<file path="config.mk">
export PLATFORM = sky130hd
export DESIGN_NAME = zynq_shell_top
export DESIGN_NICKNAME = d
export VERILOG_FILES = /design/src/design/zynq_shell_pkg.sv /design/src/design/shell_csr_ctrl.sv /design/src/design/host_addr_xlate.sv /design/src/design/dram_addr_map.sv /design/src/design/mem_profiler.sv /design/src/design/zynq_shell_top.sv
export SDC_FILE = /design/constraint.sdc
export NUM_CORES = 1
export LEC_CHECK = 0
export ABC_AREA = 1
export BUFFER_PORTS_ARGS = -buffer_cell sky130_fd_sc_hd__buf_2
export CAP_MARGIN = 15
export CORE_ASPECT_RATIO = 1.1
export CORE_MARGIN = 4
export CORE_UTILIZATION = 30
export DETAILED_ROUTE_END_ITERATION = 16
export SKIP_LAST_GASP = 1
export SLEW_MARGIN = 0
export SYNTH_ARGS = -nofsm -noshare
export SYNTH_HDL_FRONTEND = slang
export SYNTH_SLANG_ARGS = --single-unit
</file>
<file path="constraint.sdc">
create_clock -name aclk_i -period 2.8 [get_ports aclk_i]
set_clock_uncertainty 0.2 [all_clocks]
set_input_delay 0.28 -clock aclk_i [delete_from_list [all_inputs] [get_ports aclk_i]]
set_output_delay 0.28 -clock aclk_i [all_outputs]
set_load 0.1 [all_outputs]
</file>
<file path="src/design/zynq_shell_pkg.sv">
package zynq_shell_pkg;

   // the host slave port drops the top two bits of the 32-bit address
   localparam int host_addr_width = 30;

   // core physical addresses and host DRAM addresses share one width
   localparam int core_addr_width = 32;

   // register words follow the width of the host control bus
   localparam int csr_word_width = 32;

   typedef logic [host_addr_width-1:0] host_addr_t;
   typedef logic [core_addr_width-1:0] core_addr_t;
   typedef logic [csr_word_width-1:0]  csr_word_t;
   typedef logic [2:0]                 csr_idx_t;

   // register map as seen from the host, one word per index
   // indices 3 to 7 are read-only and ignore writes
   typedef enum csr_idx_t
   {
      csr_run        = 3'd0,
      csr_dram_alloc = 3'd1,
      csr_dram_base  = 3'd2,
      csr_status     = 3'd3,
      csr_prof0      = 3'd4,
      csr_prof1      = 3'd5,
      csr_prof2      = 3'd6,
      csr_prof3      = 3'd7
   } csr_idx_e;

   // cached DRAM starts here in the core's physical map
   localparam core_addr_t core_dram_base = 32'h8000_0000;

   // host addresses above this fold down into the core's local space
   // and the same value undoes the window offset by XOR
   localparam core_addr_t host_high_window = 32'h2000_0000;

   // one profiler bit per DRAM region, read back as four register words
   localparam int num_regions = 128;

endpackage

</file>
<file path="src/design/shell_csr_ctrl.sv">
`timescale 1ns/100ps

module shell_csr_ctrl
   (
    input  logic                                    aclk_i
   ,input  logic                                    rst_n_i
   ,input  logic                                    csr_we_i
   ,input  zynq_shell_pkg::csr_idx_t                csr_waddr_i
   ,input  zynq_shell_pkg::csr_word_t               csr_wdata_i
   ,input  zynq_shell_pkg::csr_idx_t                csr_raddr_i
   ,input  logic [zynq_shell_pkg::num_regions-1:0]  profile_i
   ,input  logic                                    wr_over_limit_i
   ,input  logic                                    rd_over_limit_i
   ,output zynq_shell_pkg::csr_word_t               csr_rdata_o
   ,output zynq_shell_pkg::core_addr_t              dram_base_o
   ,output logic                                    core_reset_o
   );

   // only bit 0 of the run register is kept and the rest reads as zero
   logic                        run_r;
   zynq_shell_pkg::csr_word_t   alloc_r;
   zynq_shell_pkg::core_addr_t  base_r;
   logic                        run_set;
   logic                        run_nxt;
   logic                        core_reset_r;

   // a write to the run index this cycle decides the run bit of the next cycle
   assign run_set = csr_we_i && (csr_waddr_i == zynq_shell_pkg::csr_run);
   assign run_nxt = run_set ? csr_wdata_i[0] : run_r;

   always_ff @(posedge aclk_i or negedge rst_n_i)
   begin
      if (!rst_n_i)
      begin
         run_r   <= 1'b0;
         alloc_r <= '0;
         base_r  <= '0;
      end
      else if (csr_we_i)
      begin
         // status and profiler words are driven by the datapath and ignore writes
         case (csr_waddr_i)
            zynq_shell_pkg::csr_run:        run_r   <= csr_wdata_i[0];
            zynq_shell_pkg::csr_dram_alloc: alloc_r <= csr_wdata_i;
            zynq_shell_pkg::csr_dram_base:  base_r  <= csr_wdata_i;
            default:                        ;
         endcase
      end
   end

   // the core leaves reset in the cycle right after run is written to 1
   // so the flop follows the next value of the run bit, not the current one
   always_ff @(posedge aclk_i or negedge rst_n_i)
   begin
      if (!rst_n_i)
         core_reset_r <= 1'b1;
      else
         core_reset_r <= ~run_nxt;
   end

   assign core_reset_o = core_reset_r;
   assign dram_base_o  = base_r;

   // host reads are combinational on the read index
   always_comb
   begin
      case (csr_raddr_i)
         zynq_shell_pkg::csr_run:        csr_rdata_o = {31'b0, run_r};
         zynq_shell_pkg::csr_dram_alloc: csr_rdata_o = alloc_r;
         zynq_shell_pkg::csr_dram_base:  csr_rdata_o = base_r;
         zynq_shell_pkg::csr_status:     csr_rdata_o = {30'b0, rd_over_limit_i, wr_over_limit_i};
         zynq_shell_pkg::csr_prof0:      csr_rdata_o = profile_i[31:0];
         zynq_shell_pkg::csr_prof1:      csr_rdata_o = profile_i[63:32];
         zynq_shell_pkg::csr_prof2:      csr_rdata_o = profile_i[95:64];
         default:                        csr_rdata_o = profile_i[127:96];
      endcase
   end

   // while run is 0 the core must be held in reset on the following cycle
   // unless the host writes a 1 to the run index in that same cycle
   assert property (@(posedge aclk_i) disable iff (!rst_n_i)
                    (!run_r && !(csr_we_i && (csr_waddr_i == zynq_shell_pkg::csr_run)
                                 && csr_wdata_i[0]))
                    |=> core_reset_o);

endmodule

</file>
<file path="src/design/host_addr_xlate.sv">
`timescale 1ns/100ps

module host_addr_xlate
   (
    input  logic                        aclk_i
   ,input  logic                        rst_n_i
   ,input  zynq_shell_pkg::host_addr_t  host_awaddr_i
   ,input  logic                        host_awvalid_i
   ,input  zynq_shell_pkg::host_addr_t  host_araddr_i
   ,input  logic                        host_arvalid_i
   ,output zynq_shell_pkg::core_addr_t  core_awaddr_o
   ,output logic                        core_awvalid_o
   ,output zynq_shell_pkg::core_addr_t  core_araddr_o
   ,output logic                        core_arvalid_o
   );

   // the lower host window lands on core DRAM and the upper one on local space
   // both are a single XOR once the window is known
   function automatic zynq_shell_pkg::core_addr_t fold_addr
      (input zynq_shell_pkg::host_addr_t addr);
      zynq_shell_pkg::core_addr_t wide;
      wide = zynq_shell_pkg::core_addr_t'(addr);
      // the boundary value itself still belongs to the DRAM window
      if (wide > zynq_shell_pkg::host_high_window)
         fold_addr = wide ^ zynq_shell_pkg::host_high_window;
      else
         fold_addr = wide ^ zynq_shell_pkg::core_dram_base;
   endfunction

   zynq_shell_pkg::core_addr_t  awaddr_r;
   zynq_shell_pkg::core_addr_t  araddr_r;
   logic                        awvalid_r;
   logic                        arvalid_r;

   // the address registers load every cycle and only count while their strobe is up
   always_ff @(posedge aclk_i)
   begin
      awaddr_r <= fold_addr(host_awaddr_i);
      araddr_r <= fold_addr(host_araddr_i);
   end

   always_ff @(posedge aclk_i or negedge rst_n_i)
   begin
      if (!rst_n_i)
      begin
         awvalid_r <= 1'b0;
         arvalid_r <= 1'b0;
      end
      else
      begin
         awvalid_r <= host_awvalid_i;
         arvalid_r <= host_arvalid_i;
      end
   end

   assign core_awaddr_o  = awaddr_r;
   assign core_awvalid_o = awvalid_r;
   assign core_araddr_o  = araddr_r;
   assign core_arvalid_o = arvalid_r;

   // each core-side strobe repeats the host strobe of the previous cycle
   assert property (@(posedge aclk_i) disable iff (!rst_n_i)
                    core_awvalid_o == $past(host_awvalid_i));
   assert property (@(posedge aclk_i) disable iff (!rst_n_i)
                    core_arvalid_o == $past(host_arvalid_i));

endmodule

</file>
<file path="src/design/dram_addr_map.sv">
`timescale 1ns/100ps

module dram_addr_map
   #(
    // accesses at or above this offset into core DRAM are flagged
    parameter zynq_shell_pkg::core_addr_t mem_limit_p = 32'h0780_0000
   )
   (
    input  logic                        aclk_i
   ,input  logic                        rst_n_i
   ,input  logic                        clear_i
   ,input  zynq_shell_pkg::core_addr_t  dram_base_i
   ,input  zynq_shell_pkg::core_addr_t  req_awaddr_i
   ,input  logic                        req_awvalid_i
   ,input  zynq_shell_pkg::core_addr_t  req_araddr_i
   ,input  logic                        req_arvalid_i
   ,output zynq_shell_pkg::core_addr_t  dram_awaddr_o
   ,output logic                        dram_awvalid_o
   ,output zynq_shell_pkg::core_addr_t  dram_araddr_o
   ,output logic                        dram_arvalid_o
   ,output logic                        wr_over_limit_o
   ,output logic                        rd_over_limit_o
   );

   // offset into core DRAM, XOR works as a subtract for addresses in that range
   zynq_shell_pkg::core_addr_t  aw_offset;
   zynq_shell_pkg::core_addr_t  ar_offset;
   zynq_shell_pkg::core_addr_t  awaddr_r;
   zynq_shell_pkg::core_addr_t  araddr_r;
   logic                        awvalid_r;
   logic                        arvalid_r;
   logic                        wr_over_r;
   logic                        rd_over_r;

   assign aw_offset = req_awaddr_i ^ zynq_shell_pkg::core_dram_base;
   assign ar_offset = req_araddr_i ^ zynq_shell_pkg::core_dram_base;

   // relocated onto the buffer the host allocated, wrapping at 2^32
   always_ff @(posedge aclk_i)
   begin
      awaddr_r <= aw_offset + dram_base_i;
      araddr_r <= ar_offset + dram_base_i;
   end

   always_ff @(posedge aclk_i or negedge rst_n_i)
   begin
      if (!rst_n_i)
      begin
         awvalid_r <= 1'b0;
         arvalid_r <= 1'b0;
      end
      else
      begin
         awvalid_r <= req_awvalid_i;
         arvalid_r <= req_arvalid_i;
      end
   end

   // the flags stay up until the core goes back into reset
   always_ff @(posedge aclk_i or negedge rst_n_i)
   begin
      if (!rst_n_i)
      begin
         wr_over_r <= 1'b0;
         rd_over_r <= 1'b0;
      end
      else if (clear_i)
      begin
         wr_over_r <= 1'b0;
         rd_over_r <= 1'b0;
      end
      else
      begin
         wr_over_r <= wr_over_r | (req_awvalid_i && (aw_offset >= mem_limit_p));
         rd_over_r <= rd_over_r | (req_arvalid_i && (ar_offset >= mem_limit_p));
      end
   end

   assign dram_awaddr_o   = awaddr_r;
   assign dram_awvalid_o  = awvalid_r;
   assign dram_araddr_o   = araddr_r;
   assign dram_arvalid_o  = arvalid_r;
   assign wr_over_limit_o = wr_over_r;
   assign rd_over_limit_o = rd_over_r;

   // a sticky flag may only drop after a cycle with the clear held high
   assert property (@(posedge aclk_i) disable iff (!rst_n_i)
                    $fell(wr_over_limit_o) |-> $past(clear_i));
   assert property (@(posedge aclk_i) disable iff (!rst_n_i)
                    $fell(rd_over_limit_o) |-> $past(clear_i));

endmodule

</file>
<file path="src/design/mem_profiler.sv">
`timescale 1ns/100ps

module mem_profiler
   #(
    // lowest address bit of the region index, 23 gives 8 MiB regions
    parameter int region_lsb_p = 23
   )
   (
    input  logic                                    aclk_i
   ,input  logic                                    rst_n_i
   ,input  logic                                    clear_i
   ,input  zynq_shell_pkg::core_addr_t              req_awaddr_i
   ,input  logic                                    req_awvalid_i
   ,input  zynq_shell_pkg::core_addr_t              req_araddr_i
   ,input  logic                                    req_arvalid_i
   ,output logic [zynq_shell_pkg::num_regions-1:0]  profile_o
   );

   localparam int region_bits_lp = $clog2(zynq_shell_pkg::num_regions);

   logic [zynq_shell_pkg::num_regions-1:0]  aw_hit;
   logic [zynq_shell_pkg::num_regions-1:0]  ar_hit;
   logic [zynq_shell_pkg::num_regions-1:0]  profile_r;

   // one-hot region of each channel, empty when that channel is idle
   always_comb
   begin
      aw_hit = '0;
      ar_hit = '0;
      if (req_awvalid_i)
         aw_hit[req_awaddr_i[region_lsb_p +: region_bits_lp]] = 1'b1;
      if (req_arvalid_i)
         ar_hit[req_araddr_i[region_lsb_p +: region_bits_lp]] = 1'b1;
   end

   // a write and a read in the same cycle both leave their mark
   always_ff @(posedge aclk_i or negedge rst_n_i)
   begin
      if (!rst_n_i)
         profile_r <= '0;
      else if (clear_i)
         profile_r <= '0;
      else
         profile_r <= profile_r | aw_hit | ar_hit;
   end

   assign profile_o = profile_r;

endmodule

</file>
<file path="src/design/zynq_shell_top.sv">
`timescale 1ns/100ps

module zynq_shell_top
   #(
    parameter zynq_shell_pkg::core_addr_t mem_limit_p  = 32'h0780_0000
   ,parameter int                         region_lsb_p = 23
   )
   (
    input  logic                        aclk_i
   ,input  logic                        rst_n_i
   // host register bus
   ,input  logic                        csr_we_i
   ,input  zynq_shell_pkg::csr_idx_t    csr_waddr_i
   ,input  zynq_shell_pkg::csr_word_t   csr_wdata_i
   ,input  zynq_shell_pkg::csr_idx_t    csr_raddr_i
   ,output zynq_shell_pkg::csr_word_t   csr_rdata_o
   // host accesses into the core
   ,input  zynq_shell_pkg::host_addr_t  host_awaddr_i
   ,input  logic                        host_awvalid_i
   ,input  zynq_shell_pkg::host_addr_t  host_araddr_i
   ,input  logic                        host_arvalid_i
   ,output zynq_shell_pkg::core_addr_t  core_awaddr_o
   ,output logic                        core_awvalid_o
   ,output zynq_shell_pkg::core_addr_t  core_araddr_o
   ,output logic                        core_arvalid_o
   // core DRAM requests and their host DRAM addresses
   ,input  zynq_shell_pkg::core_addr_t  dram_req_awaddr_i
   ,input  logic                        dram_req_awvalid_i
   ,input  zynq_shell_pkg::core_addr_t  dram_req_araddr_i
   ,input  logic                        dram_req_arvalid_i
   ,output zynq_shell_pkg::core_addr_t  dram_awaddr_o
   ,output logic                        dram_awvalid_o
   ,output zynq_shell_pkg::core_addr_t  dram_araddr_o
   ,output logic                        dram_arvalid_o
   ,output logic                        core_reset_o
   );

   zynq_shell_pkg::core_addr_t              dram_base;
   logic                                    core_reset;
   logic                                    wr_over_limit;
   logic                                    rd_over_limit;
   logic [zynq_shell_pkg::num_regions-1:0]  profile;

   // the run bit also clears the profiler and the flags, so a new program
   // starts with a clean view of its memory use
   assign core_reset_o = core_reset;

   shell_csr_ctrl csr
      (.aclk_i          (aclk_i)
      ,.rst_n_i         (rst_n_i)
      ,.csr_we_i        (csr_we_i)
      ,.csr_waddr_i     (csr_waddr_i)
      ,.csr_wdata_i     (csr_wdata_i)
      ,.csr_raddr_i     (csr_raddr_i)
      ,.profile_i       (profile)
      ,.wr_over_limit_i (wr_over_limit)
      ,.rd_over_limit_i (rd_over_limit)
      ,.csr_rdata_o     (csr_rdata_o)
      ,.dram_base_o     (dram_base)
      ,.core_reset_o    (core_reset)
      );

   host_addr_xlate xlate
      (.aclk_i         (aclk_i)
      ,.rst_n_i        (rst_n_i)
      ,.host_awaddr_i  (host_awaddr_i)
      ,.host_awvalid_i (host_awvalid_i)
      ,.host_araddr_i  (host_araddr_i)
      ,.host_arvalid_i (host_arvalid_i)
      ,.core_awaddr_o  (core_awaddr_o)
      ,.core_awvalid_o (core_awvalid_o)
      ,.core_araddr_o  (core_araddr_o)
      ,.core_arvalid_o (core_arvalid_o)
      );

   dram_addr_map #(.mem_limit_p(mem_limit_p)) dram_map
      (.aclk_i          (aclk_i)
      ,.rst_n_i         (rst_n_i)
      ,.clear_i         (core_reset)
      ,.dram_base_i     (dram_base)
      ,.req_awaddr_i    (dram_req_awaddr_i)
      ,.req_awvalid_i   (dram_req_awvalid_i)
      ,.req_araddr_i    (dram_req_araddr_i)
      ,.req_arvalid_i   (dram_req_arvalid_i)
      ,.dram_awaddr_o   (dram_awaddr_o)
      ,.dram_awvalid_o  (dram_awvalid_o)
      ,.dram_araddr_o   (dram_araddr_o)
      ,.dram_arvalid_o  (dram_arvalid_o)
      ,.wr_over_limit_o (wr_over_limit)
      ,.rd_over_limit_o (rd_over_limit)
      );

   mem_profiler #(.region_lsb_p(region_lsb_p)) profiler
      (.aclk_i        (aclk_i)
      ,.rst_n_i       (rst_n_i)
      ,.clear_i       (core_reset)
      ,.req_awaddr_i  (dram_req_awaddr_i)
      ,.req_awvalid_i (dram_req_awvalid_i)
      ,.req_araddr_i  (dram_req_araddr_i)
      ,.req_arvalid_i (dram_req_arvalid_i)
      ,.profile_o     (profile)
      );

endmodule

</file>
# Word-level counts from Yosys, hierarchy flattened
# Cells that the tools add are included.
op_classes:
  n_addsub: 2
  order_cmp: 8
  n_eq_ne: 8
  muxes: 13
  n_bitwise: 9
  reduce_logical: 10
op_table:
  columns: ["op", "n"]
  rows:
  - ["$mux 128", 3]
  - ["$or 128x128->128", 2]
  - ["$pmux 32 s7", 1]
  - ["$add 32x32->32", 2]
  - ["$ge 32x27->1 const B", 2]
  - ["$mux 32", 2]
  - ["$gt 30x30->1 const B", 2]
  - ["$lt 7x8->1 const B", 2]
  - ["$demux 1 s7", 2]
  - ["$ge 7x1->1 const B", 2]
  - ["$eq 3x2->1 const B", 3]
  - ["$eq 3x3->1 const B", 3]
  - ["$eq 3x1->1 const B", 2]
  - ["$logic_not 3->1", 2]
  - ["$reduce_and 2->1", 3]
  - ["$logic_and 1x1->1", 5]
  - ["$mux 1", 5]
  - ["$not 1->1", 5]
  - ["$or 1x1->1", 2]
totals:
  register_bits: 328
  in_bits: 169
  word_cells: 65

# Longest topological paths before layout
# Gate-level depths: netlist (run 1).
logic_depth:
  depth_word: 8
  ltp_mapped: 12
  mapped_depth_nobuf: 12

# Hierarchy
# From an unflattened synthesis (run 1), not the netlist that was laid out.
unflattened:
  hier_cells: 2827
  hier_area_um2: 18997.0
by_module_without_submodules:
  columns: ["mod", "n_inst", "cells_each", "area_per_inst_um2", "seq_area_each_um2"]
  rows:
  - ["mem_profiler", 1, 943, 6841.6, 3203.1]
  - ["dram_addr_map", 1, 1065, 6100.9, 1381.3]
  - ["shell_csr_ctrl", 1, 654, 4369.2, 1652.8]
  - ["host_addr_xlate", 1, 165, 1685.4, 1291.2]

# Worst setup path before layout (run 1)
# No wires, ideal clock.
synth_path:
  path_type: "in2out"
  start: "input csr_raddr_i[1]"
  end: "output csr_rdata_o[12]"
  arrival_ps: 2391
  required_time_ps: 2320
  slack_ps: -71
  stages: 4
  n_path_buf: 2
  path_cell_list: "buf_2 > nand3_1 > clkbuf_1 > o2111ai_1"
synth_between:
  elab_chain_len: 2
  elab_cells_between_ends: 8
  classes_between: "6 x eq/ne; 1 x mux; 1 x reduce/logical"
synth_lines:
  columns: ["item", "line", "rtl"]
  rows:
  - ["start, declared", "zynq_shell_top.sv:15", ",input zynq_shell_pkg::csr_idx_t csr_raddr_i"]
  - ["$eq 3x3->1, or another cell as far along", "shell_csr_ctrl.sv:67", "case (csr_raddr_i)"]
  - ["$pmux 32 s7 (*)", "shell_csr_ctrl.sv:67", null]
  - ["end, declared", "zynq_shell_top.sv:16", ",output zynq_shell_pkg::csr_word_t csr_rdata_o"]
# Mark *: on every way between the ends. The rest lies on a longest branch, timed or not.

# Worst setup path after layout (run 1)
layout_path:
  start: "register csr.base_r[1], in the netlist csr.dram_base_o[1]"
  end: "output csr_rdata_o[1]"
layout_between:
  elab_chain_len: 1
layout_lines:
  columns: ["item", "line", "rtl"]
  rows:
  - ["start, declared", "shell_csr_ctrl.sv:22", "zynq_shell_pkg::core_addr_t base_r;"]
  - ["start signal, assigned", "shell_csr_ctrl.sv:45", "zynq_shell_pkg::csr_dram_base: base_r <= csr_wdata_i;"]
  - ["$pmux 32 s7", "shell_csr_ctrl.sv:67", null]
# Every way passes these cells.

==> flow_summary.toml, run 1 <==
[timing]
setup_ws_ps = 57.70
min_period_ps = 2742
post-route-period-util = 0.9794
hold_violations = 0
fin_setup_tns_ps = 0
setup_viol = 0
rsz0062_at_grt = "false"
final_max_slew_viol_count = 0
worst-slew-pin-transition_ps = 767.1
slew_headroom = 0.4874
fmax_mhz = 364.7

[job]
drv_cap = 0

[power_and_ir_drop]
power_uw = 19040
leakagePower_uw = 0.01279
peakVddDrop_uv = 520.8
powerDensity_mw_per_mm2 = 812.5

[synthesis]
netlist_instances = 2431
synth-simple-area-share = 0.2251
synth_seq_cells = 326
synthMuxAreaShare = 0
synth.cell_area_sq_mm = 0.01742
ys_types = 38
synth_top_family_by_area = "simple AND/OR/NAND/NOR gates"
synth_xor_area_frac = 0.01609
ys_seq_area_frac = 0.4321
synthFlopType = "dfrtp_1"
synth_edf_count = 0
synth_compound_area_frac = 0.1469
ys_warn_count = 0
avgSynthCellArea_sq_um = 7.167
synth_fa_ha_area_frac = 0.04682
synth-async-reset-ratio = 0.6135

[drt]
drt_iter0_markers = 1519
postRouteAntennaNets = 0
drtPass1Iterations = 5
drt-total-wl_mm = 68.29
vias = 17890
drc_errors = 0
post_drt_wl_per_cell_um = 18.42
viasPerCell = 4.825

[global_routing]
gr-total-overflow = 0
antenna_found_initial = 3
grtUsageTotal = 0.2140
grt_max_degree = 94
grt_pass1_vias = 17720
grt_pass1_wl_mm = 102.8

[setup_path]
reg2reg_slack_ps = 200
cp.required_ps = 2320
r2r_start = "csr.dram_base_o[0]$_DFFE_PN0P_"
startpoint = "csr.dram_base_o[1]$_DFFE_PN0P_"
crit_end = "csr_rdata_o[1]"
worstPathArrival_ps = 2260
r2r-end = "dram_map.dram_araddr_o[4]$_DFF_P_"
crit_fanout = 6
critPathLaunchType = "flip-flop"
cp-end-kind = "output pin"
r2r_cells = 6
max_stage_delay_ps = 600
worstPathCellList = "inv_1, o22ai_1, nor3_1, nand2_1, buf_12"
path_class = "flip-flop to output pin"
slowest_stage = "dfrtp_1"

[final_layout]
layout.cells.most_common_list = "nand2_1 (661), inv_1 (524), buf_2 (298)"
fin_area_sq_mm = 0.02344
final_util = 0.4080
areaGrowthSynthToFinish_pct = 34.51
antenna_cells = 0
layout.nets = 3156
final_common_cell = "nand2_1"
drive_above_1_share = 0.1547

[cts]
clockBufferDepth = 3
cts.sinks = 326
clock-root-buffer = "clkbuf_16"
clkLatencyLatePin_ps = 590
clkSlewWorstSetupHoldPaths_ps = 60
cts_tree = "built"
h-tree-depth = 2
numCtsBuffers = 40
cts_resized = 0

[hold_path]
hp-class = "primary input to flip-flop"

[floorplan]
die-height_um = 260.8
die-area_sq_mm = 0.06200
fp.dieW_um = 237.8
num_rows = 92
initial_core_util = 0.3033
pin_count = 334
core_area_sq_mm = 0.05744

[placed_design]
finalWeightedCongestion = 0.9898
port_buffers = 331
placed_cell_area_sq_mm = 0.02057
dp_slack_ps = 214.9
hpwl_mm = 51.19

[outcome]
status = "finished, final reports clean"
layer usage:
metal,global-route usage,share of wire
met1,0.2507,0.39
met2,0.3656,0.47
met3,0.05517,0.091
met4,0.1020,0.055
met5,0,0.00031
worst min-delay path by stage:
stage	from	slack, ps	end	depth (start not counted)
4_1_cts	dram_req_awaddr_i[17]	3	dram_map.dram_awaddr_o[17]$_DFF_P_	4
6_report	dram_req_awaddr_i[21]	10	dram_map.dram_awaddr_o[21]$_DFF_P_	4
5_1_grt	dram_req_awaddr_i[22]	30	dram_map.dram_awaddr_o[22]$_DFF_P_	4
3_3_place_gp	rst_n_i	-60	dram_map.dram_arvalid_o$_DFF_PN0_	1
3_5_place_dp	rst_n_i	-60	dram_map.dram_arvalid_o$_DFF_PN0_	1
2_1_floorplan	rst_n_i	-220	csr.alloc_r[0]$_DFFE_PN0P_	0
stage by stage:
| stage | instances | hold WS, ps |
|---|---|---|
| after floorplan | 2432 | -215.6 |
| after global placement | 3484 | -64.27 |
| after detailed placement | 3484 | -64.28 |
| after CTS | 3707 | 2.841 |
| after global routing | 3707 | 34.27 |
| final | 3707 | 12.46 |
report_power, final:
group | total, uW | internal, uW | switching (uW)
clock network | 5350 | 3200 | 2150
logic | 7780 | 1650 | 6120
registers | 5920 | 5410 | 512
total | 19000 | 10300 | 8780
what timing repair did:
item                      in CTS  in global routing
hold buffers                 149                  0
setup buffers                  0                  0
hold endpoints to repair     377                  0
Yosys cell counts (2+ instances only):
master     count  share of area
nor2_1       120          0.026
nand2_1      662           0.14
o21ai_0      152          0.044
buf_4          4         0.0017
a221oi_1       2         0.0010
o2111ai_1     30          0.015
xor2_1        32          0.016
nor4_1        14         0.0050
clkbuf_1      40         0.0086
o21bai_1       4         0.0017
nand3b_1       2        0.00086
a21o_1         2        0.00086
o221ai_1       8         0.0040
nor2_2         2        0.00072
inv_1        525           0.11
o21ai_1       10         0.0029
nand4_1       61          0.022
buf_2         27         0.0078
nand3_1       73          0.021
dfxtp_1      126           0.14
buf_1          3        0.00065
a22oi_1        5         0.0022
ha_1          62          0.045
dfrtp_1      199           0.29
a21oi_1      147          0.042
nor3_1        13         0.0037
inv_2          3        0.00065
nor3_2         6         0.0034
fa_1           2         0.0023
o22ai_1       87          0.031
state kept, by name, indices dropped and copies added (netlist names):
register / flops
dram_map.dram_araddr_o: 32
csr.core_reset_o: 1
dram_map.wr_over_limit_o: 1
xlate.core_awaddr_o: 31
xlate.core_awvalid_o: 1
profiler.profile_o: 128
xlate.core_araddr_o: 31
dram_map.dram_awvalid_o: 1
csr.dram_base_o: 32
xlate.core_arvalid_o: 1
dram_map.dram_arvalid_o: 1
dram_map.rd_over_limit_o: 1
csr.run_r: 1
csr.alloc_r: 32
dram_map.dram_awaddr_o: 32
critical path, delay by kind of cell, from the launching register on:
kind | cells | cell delay [ps]
compound gates | 1 | 100
buf+inv | 2 | 420
flops | 1 | 600
simple gates | 2 | 550
area by class of cell:
type	instances	area, sq um
Tap cell	752	940.9
Fill cell	5842	34000
Inverter	529	1986
Sequential cell	326	7528
Multi-Input combinational cell	1503	7594
Clock buffer	58	1244
Clock inverter	16	133.9
Timing Repair Buffer	523	4010
cells by family after synthesis:
logic type / Yosys count
AO/OA/AOI/OAI: 452
flip-flops: 326
other: 1
XOR/XNOR: 32
adder cells (fa/ha/maj): 64
buffers and inverters: 603
AND/OR/NAND/NOR: 953
No activity file was read; power rests on OpenSTA's default activity.
==> inputs of run 2 (changes only) <==
--- a/config.mk
+++ b/config.mk
@@ -12,8 +12,10 @@
 export CORE_MARGIN = 4
 export CORE_UTILIZATION = 30
 export DETAILED_ROUTE_END_ITERATION = 16
+export REMOVE_ABC_BUFFERS = 1
 export SKIP_LAST_GASP = 1
 export SLEW_MARGIN = 0
 export SYNTH_ARGS = -nofsm -noshare
 export SYNTH_HDL_FRONTEND = slang
 export SYNTH_SLANG_ARGS = --single-unit
+export TNS_END_PERCENT = 5
==> flow_summary.toml, run 2 (same netlist as run 1, synthesis figures left out) <==
[global_routing]
grt_max_degree = 65
grt_pass1_wl_mm = 102.6
antenna_found_initial = 8
grtUsageTotal = 0.2135
grt_pass1_vias = 17530
gr-total-overflow = 0

[power_and_ir_drop]
p_sw_frac = 0.4633
p_seq_frac = 0.312
leakagePower_uw = 0.01271
powerDensity_mw_per_mm2 = 810.5
pwr-share-comb = 0.412
power_frac_clock = 0.276
peakVddDrop_uv = 570.4
p_switching_uw = 8747
p_int_uw = 10130

[final_layout]
fill_cells = 5839
fin_cells = 3698
layout.nets = 3143
final_util = 0.4055
areaGrowthSynthToFinish_pct = 33.69
layout.cells.most_common_list = "nand2_1 (661), inv_1 (524), buf_2 (298)"
largest_register_ffs = 128
final_common_cell = "nand2_1"
drive_above_1_share = 0.1510

[placed_design]
dp_slack_ps = 345.0
port_buffers = 331
placedCellCount = 3478
finalWeightedCongestion = 0.9705
hpwl_mm = 51.38

[drt]
post_drt_wl_per_cell_um = 18.51
viasPerCell = 4.838
drt_iter0_markers = 1568
vias = 17890
drtPass1Iterations = 8
drt-total-wl_mm = 68.45
drc_errors = 0
postRouteAntennaNets = 0

[setup_path]
reg2reg_slack_ps = 350
crit_fanout = 8
critPathLaunchType = "primary input"
r2r_cells = 12
slowest_stage = "o2111ai_1"
r2r-end = "dram_map.dram_awaddr_o[20]$_DFF_P_"
worstPathArrival_ps = 2010
crit_family = "buffers and inverters"
r2r_start = "csr.dram_base_o[0]$_DFFE_PN0P_"
critical_path_buf_inv_count = 4
worstPathCellList = "buf_2, inv_1, nand3_1, buf_4, o2111ai_1, buf_12"
path_class = "primary input to output pin"
max_stage_delay_ps = 470
cp-end-kind = "output pin"
cp.required_ps = 2320

[floorplan]
die-area_sq_mm = 0.06200
die-height_um = 260.8
core_area_sq_mm = 0.05744
initial_core_util = 0.3033
fp.dieW_um = 237.8
pin_count = 334
num_rows = 92

[timing]
min_period_ps = 2488
slew_headroom = 0.4438
hold_violations = 0
rsz0062_at_grt = "false"
hold_ws_ps = 25.00
post-route-period-util = 0.8886
worst-slew-pin-transition_ps = 832.2
setup_viol = 0
setup_ws_ps = 311.8
fmax_mhz = 401.9
final_max_slew_viol_count = 0

[cts]
h-tree-depth = 2
clockBufferDepth = 3
cts.sinks = 326
clkSlewWorstSetupHoldPaths_ps = 60
clock-root-buffer = "clkbuf_16"
clkLatencyLatePin_ps = 580
cts_tree = "built"
numCtsBuffers = 39
post_cts_buffers = 0

[hold_path]
hold-path-endpoint = "dram_map.dram_awaddr_o[22]$_DFF_P_"
hp-class = "primary input to flip-flop"
hold_start = "dram_req_awaddr_i[22]"
holdPathStages = 4

[outcome]
status = "finished, final reports clean"

[job]
drv_cap = 0
## run 2: cell types whose count changed in the layout (fill, tap and decap cells not counted), moves of 2 or more
cell / previous run / this run
clkbuf_8: 10 / 8
buf_4: 39 / 32
diode_2: 0 / 5
clkbuf_1: 5 / 11
clkinv_4: 3 / 1
dlygate4sd3_1: 149 / 143
## run 2: worst max-delay path by stage
stage / slack [ps] / endpoint / startpoint / depth (start not counted)
after CTS: 280 / csr_rdata_o[1] / csr.dram_base_o[1]$_DFFE_PN0P_ / 5
after global routing: 140 / dram_map.dram_awaddr_o[20]$_DFF_P_ / csr.dram_base_o[0]$_DFFE_PN0P_ / 12
after detailed placement: 350 / dram_map.dram_awaddr_o[28]$_DFF_P_ / csr.dram_base_o[0]$_DFFE_PN0P_ / 12
final: 310 / csr_rdata_o[9] / csr_raddr_i[0] / 6
after global placement: 390 / dram_map.dram_awaddr_o[28]$_DFF_P_ / csr.dram_base_o[0]$_DFFE_PN0P_ / 12
after floorplan: -800 / csr_rdata_o[11] / csr_raddr_i[2] / 3
## run 2: metrics by stage
step	cell area, sq um	TNS [ps]	total power [uW]
3_5_place_dp	20530	0	13570
4_1_cts	23280	0	18990
5_1_grt	23290	0	19720
6_report	23290	0	18880
3_3_place_gp	20530	0	13540
2_1_floorplan	17100	-13580	11580
## run 2: power groups by stage
stage / logic (uW) / clock network (uW) / registers, uW
6_report: 7770 / 5210 / 5900
5_1_grt: 8250 / 5500 / 5960
4_1_cts: 7760 / 5320 / 5900
3_5_place_dp: 7590 / 0 / 5980
3_3_place_gp: 7570 / 0 / 5980
2_1_floorplan: 2410 / 0 / 9160
## run 2: cell type report
| class | instances | area (sq um) | area share |
|---|---|---|---|
| inverter | 529 | 1986 | 0.08524 |
| tap | 752 | 940.9 | 0.04039 |
| sequential | 326 | 7528 | 0.3232 |
| multi-input combinational | 1503 | 7594 | 0.3260 |
| clock buffer | 61 | 1214 | 0.05210 |
| antenna | 5 | 12.51 | 0.0005371 |
| timing repair buffer | 511 | 3918 | 0.1682 |
| clock inverter | 11 | 101.3 | 0.004351 |
## run 2: per-layer routing
metal	share of wire	up-vias	wire length (um)	global-route usage
li1	-	8700	-	-
met1	0.39	8190	26640	0.2569
met2	0.48	832	32680	0.3635
met3	0.085	162	5826	0.04576
met4	0.048	6	3272	0.1022
met5	0.00050	-	34	0
## run 2: timing repair
action	CTS	global route
setup endpoints to repair	0	0
hold endpoints to repair	331	0
hold buffers	143	0
resized for setup	0	0
## run 2: worst reg2reg max path: cells and delay by family (launching register included)
family	cells	cell delay (ps)
fa+ha+maj	2	720
simple gates	10	970
flops	1	440
==> inputs of run 3 (changes only) <==
--- a/config.mk
+++ b/config.mk
@@ -18,4 +18,3 @@
 export SYNTH_ARGS = -nofsm -noshare
 export SYNTH_HDL_FRONTEND = slang
 export SYNTH_SLANG_ARGS = --single-unit
-export TNS_END_PERCENT = 5
==> constraint.sdc (replaced) <==
create_clock -name aclk_i -period 3.25 [get_ports aclk_i]
set_clock_uncertainty 0.2 [all_clocks]
set_input_delay 0.325 -clock aclk_i [delete_from_list [all_inputs] [get_ports aclk_i]]
set_output_delay 0.325 -clock aclk_i [all_outputs]
set_load 0.1 [all_outputs]
==> flow_summary.toml, run 3 (same netlist as run 1, synthesis figures left out) <==
[floorplan]
initial_core_util = 0.3033
fp.dieW_um = 237.8
die-area_sq_mm = 0.06200
die-height_um = 260.8
num_rows = 92
core_area_sq_mm = 0.05744
pin_count = 334

[power_and_ir_drop]
peakVddDrop_uv = 496.5
powerDensity_mw_per_mm2 = 702.6
leakagePower_uw = 0.01260
power_uw = 16190

[cts]
clock-root-buffer = "clkbuf_16"
clockBufferDepth = 3
clkLatencyLatePin_ps = 570
h-tree-depth = 2
cts_tree = "built"
clkSlewWorstSetupHoldPaths_ps = 50
numCtsBuffers = 40
cts.sinks = 326

[placed_design]
hpwl_mm = 51.97
port_buffers = 331
placedCellCount = 3473
placed_cell_area_sq_mm = 0.02047
finalWeightedCongestion = 0.9832
dp_slack_ps = 685.9

[timing]
setup_viol = 0
final_max_slew_viol_count = 0
hold_violations = 0
setup_ws_ps = 654.2
slew_headroom = 0.4548
worst-slew-pin-transition_ps = 815.4
min_period_ps = 2596
post-route-period-util = 0.7987
fmax_mhz = 385.2
rsz0062_at_grt = "false"

[setup_path]
crit_fanout = 21
critPathLaunchType = "primary input"
cp-end-kind = "output pin"
cp.required_ps = 2720
path_class = "primary input to output pin"
worstPathArrival_ps = 2070

[final_layout]
final_util = 0.4012
areaGrowthSynthToFinish_pct = 32.25
final_common_cell = "nand2_1"
layout.cells.most_common_list = "nand2_1 (661), inv_1 (524), buf_2 (298)"
largest_register_ffs = 128
fin_cells = 3678
fin_area_sq_mm = 0.02304
layout.nets = 3122
drive_above_1_share = 0.1507
fill_cells = 5854

[job]
drv_cap = 0

[drt]
vias = 17970
drt-total-wl_mm = 69.40
viasPerCell = 4.886
post_drt_wl_per_cell_um = 18.87
drc_errors = 0
drtPass1Iterations = 6
postRouteAntennaNets = 0
drt_iter0_markers = 1683

[global_routing]
grt_pass1_vias = 17710
gr-total-overflow = 0
antenna_found_initial = 10
grt_max_degree = 82
grtUsageTotal = 0.2151
grt_pass1_wl_mm = 103.1

[outcome]
status = "finished, final reports clean"

[hold_path]
hp-class = "primary input to flip-flop"
run 3: cell types whose count changed in the layout (fill, tap and decap cells not counted), sizes merged:
cell,before,now
clkinv,9,15
inv,529,530
diode,5,6
dlygate4sd3,143,126
clkbuf,62,56
buf,367,362
run 3: worst paths after layout:
kind	from	endpoint	slack (ps)	cells past startpoint
min in group asynchronous	rst_n_i	dram_map.dram_arvalid_o$_DFF_PN0_	50	2
worst min register to register	profiler.profile_o[91]$_DFF_PN0_	profiler.profile_o[91]$_DFF_PN0_	290	2
worst min-delay path	dram_req_araddr_i[7]	dram_map.dram_araddr_o[7]$_DFF_P_	40	3
max in group asynchronous	rst_n_i	csr.alloc_r[27]$_DFFE_PN0P_	1970	3
worst max register to register	csr.dram_base_o[0]$_DFFE_PN0P_	dram_map.dram_awaddr_o[28]$_DFF_P_	810	12
worst max-delay path	csr_raddr_i[0]	csr_rdata_o[8]	650	9
run 3: routing by layer:
metal | track usage | vias to the layer above | routed length (um)
met1 | 0.2489 | 8262 | 26820
met3 | 0.04650 | 186 | 5740
met5 | 0 | - | 59
met2 | 0.3761 | 865 | 33350
li1 | - | 8648 | -
met4 | 0.1067 | 8 | 3425
run 3: what timing repair did:
action	CTS	global route
endpoints found under the hold margin	326	0
setup buffers	0	0
gates resized for setup	0	0
hold buffers	126	0
run 3: final cells by class:
cell class              instances  area (sq um)  share of cell area
flip-flops and latches        326          7528              0.3267
well taps                     752         940.9             0.04083
clock inverters                18         143.9            0.006245
diodes                          6         15.01           0.0006516
multi-input cells            1503          7594              0.3296
repair buffers                489          3685              0.1599
inverters                     529          1986             0.08617
clock buffers                  55          1150             0.04990
run 3: worst max-delay path, cell delays in order:
cell and delay [ps]:
buf_2 180, inv_1 80, buf_4 190, nand3_1 110
buf_4 290, o22ai_1 120, a21oi_1 120, o2111ai_1 340
buf_12 310
run 3: metrics by stage:
step           hold WS, ps  setup TNS (ps)
6_report             38.17               0
3_5_place_dp         91.28               0
5_1_grt              25.40               0
3_3_place_gp         91.16               0
2_1_floorplan       -170.6           -5716
4_1_cts              1.319               0
run 3: report_power, final:
| group | internal (uW) | leakage, uW | switching, uW | total, uW |
|---|---|---|---|---|
| Combinational | 1390 | 0.00823 | 5300 | 6690 |
| Clock | 2570 | 0.000638 | 1850 | 4420 |
| Sequential | 4660 | 0.00373 | 422 | 5080 |
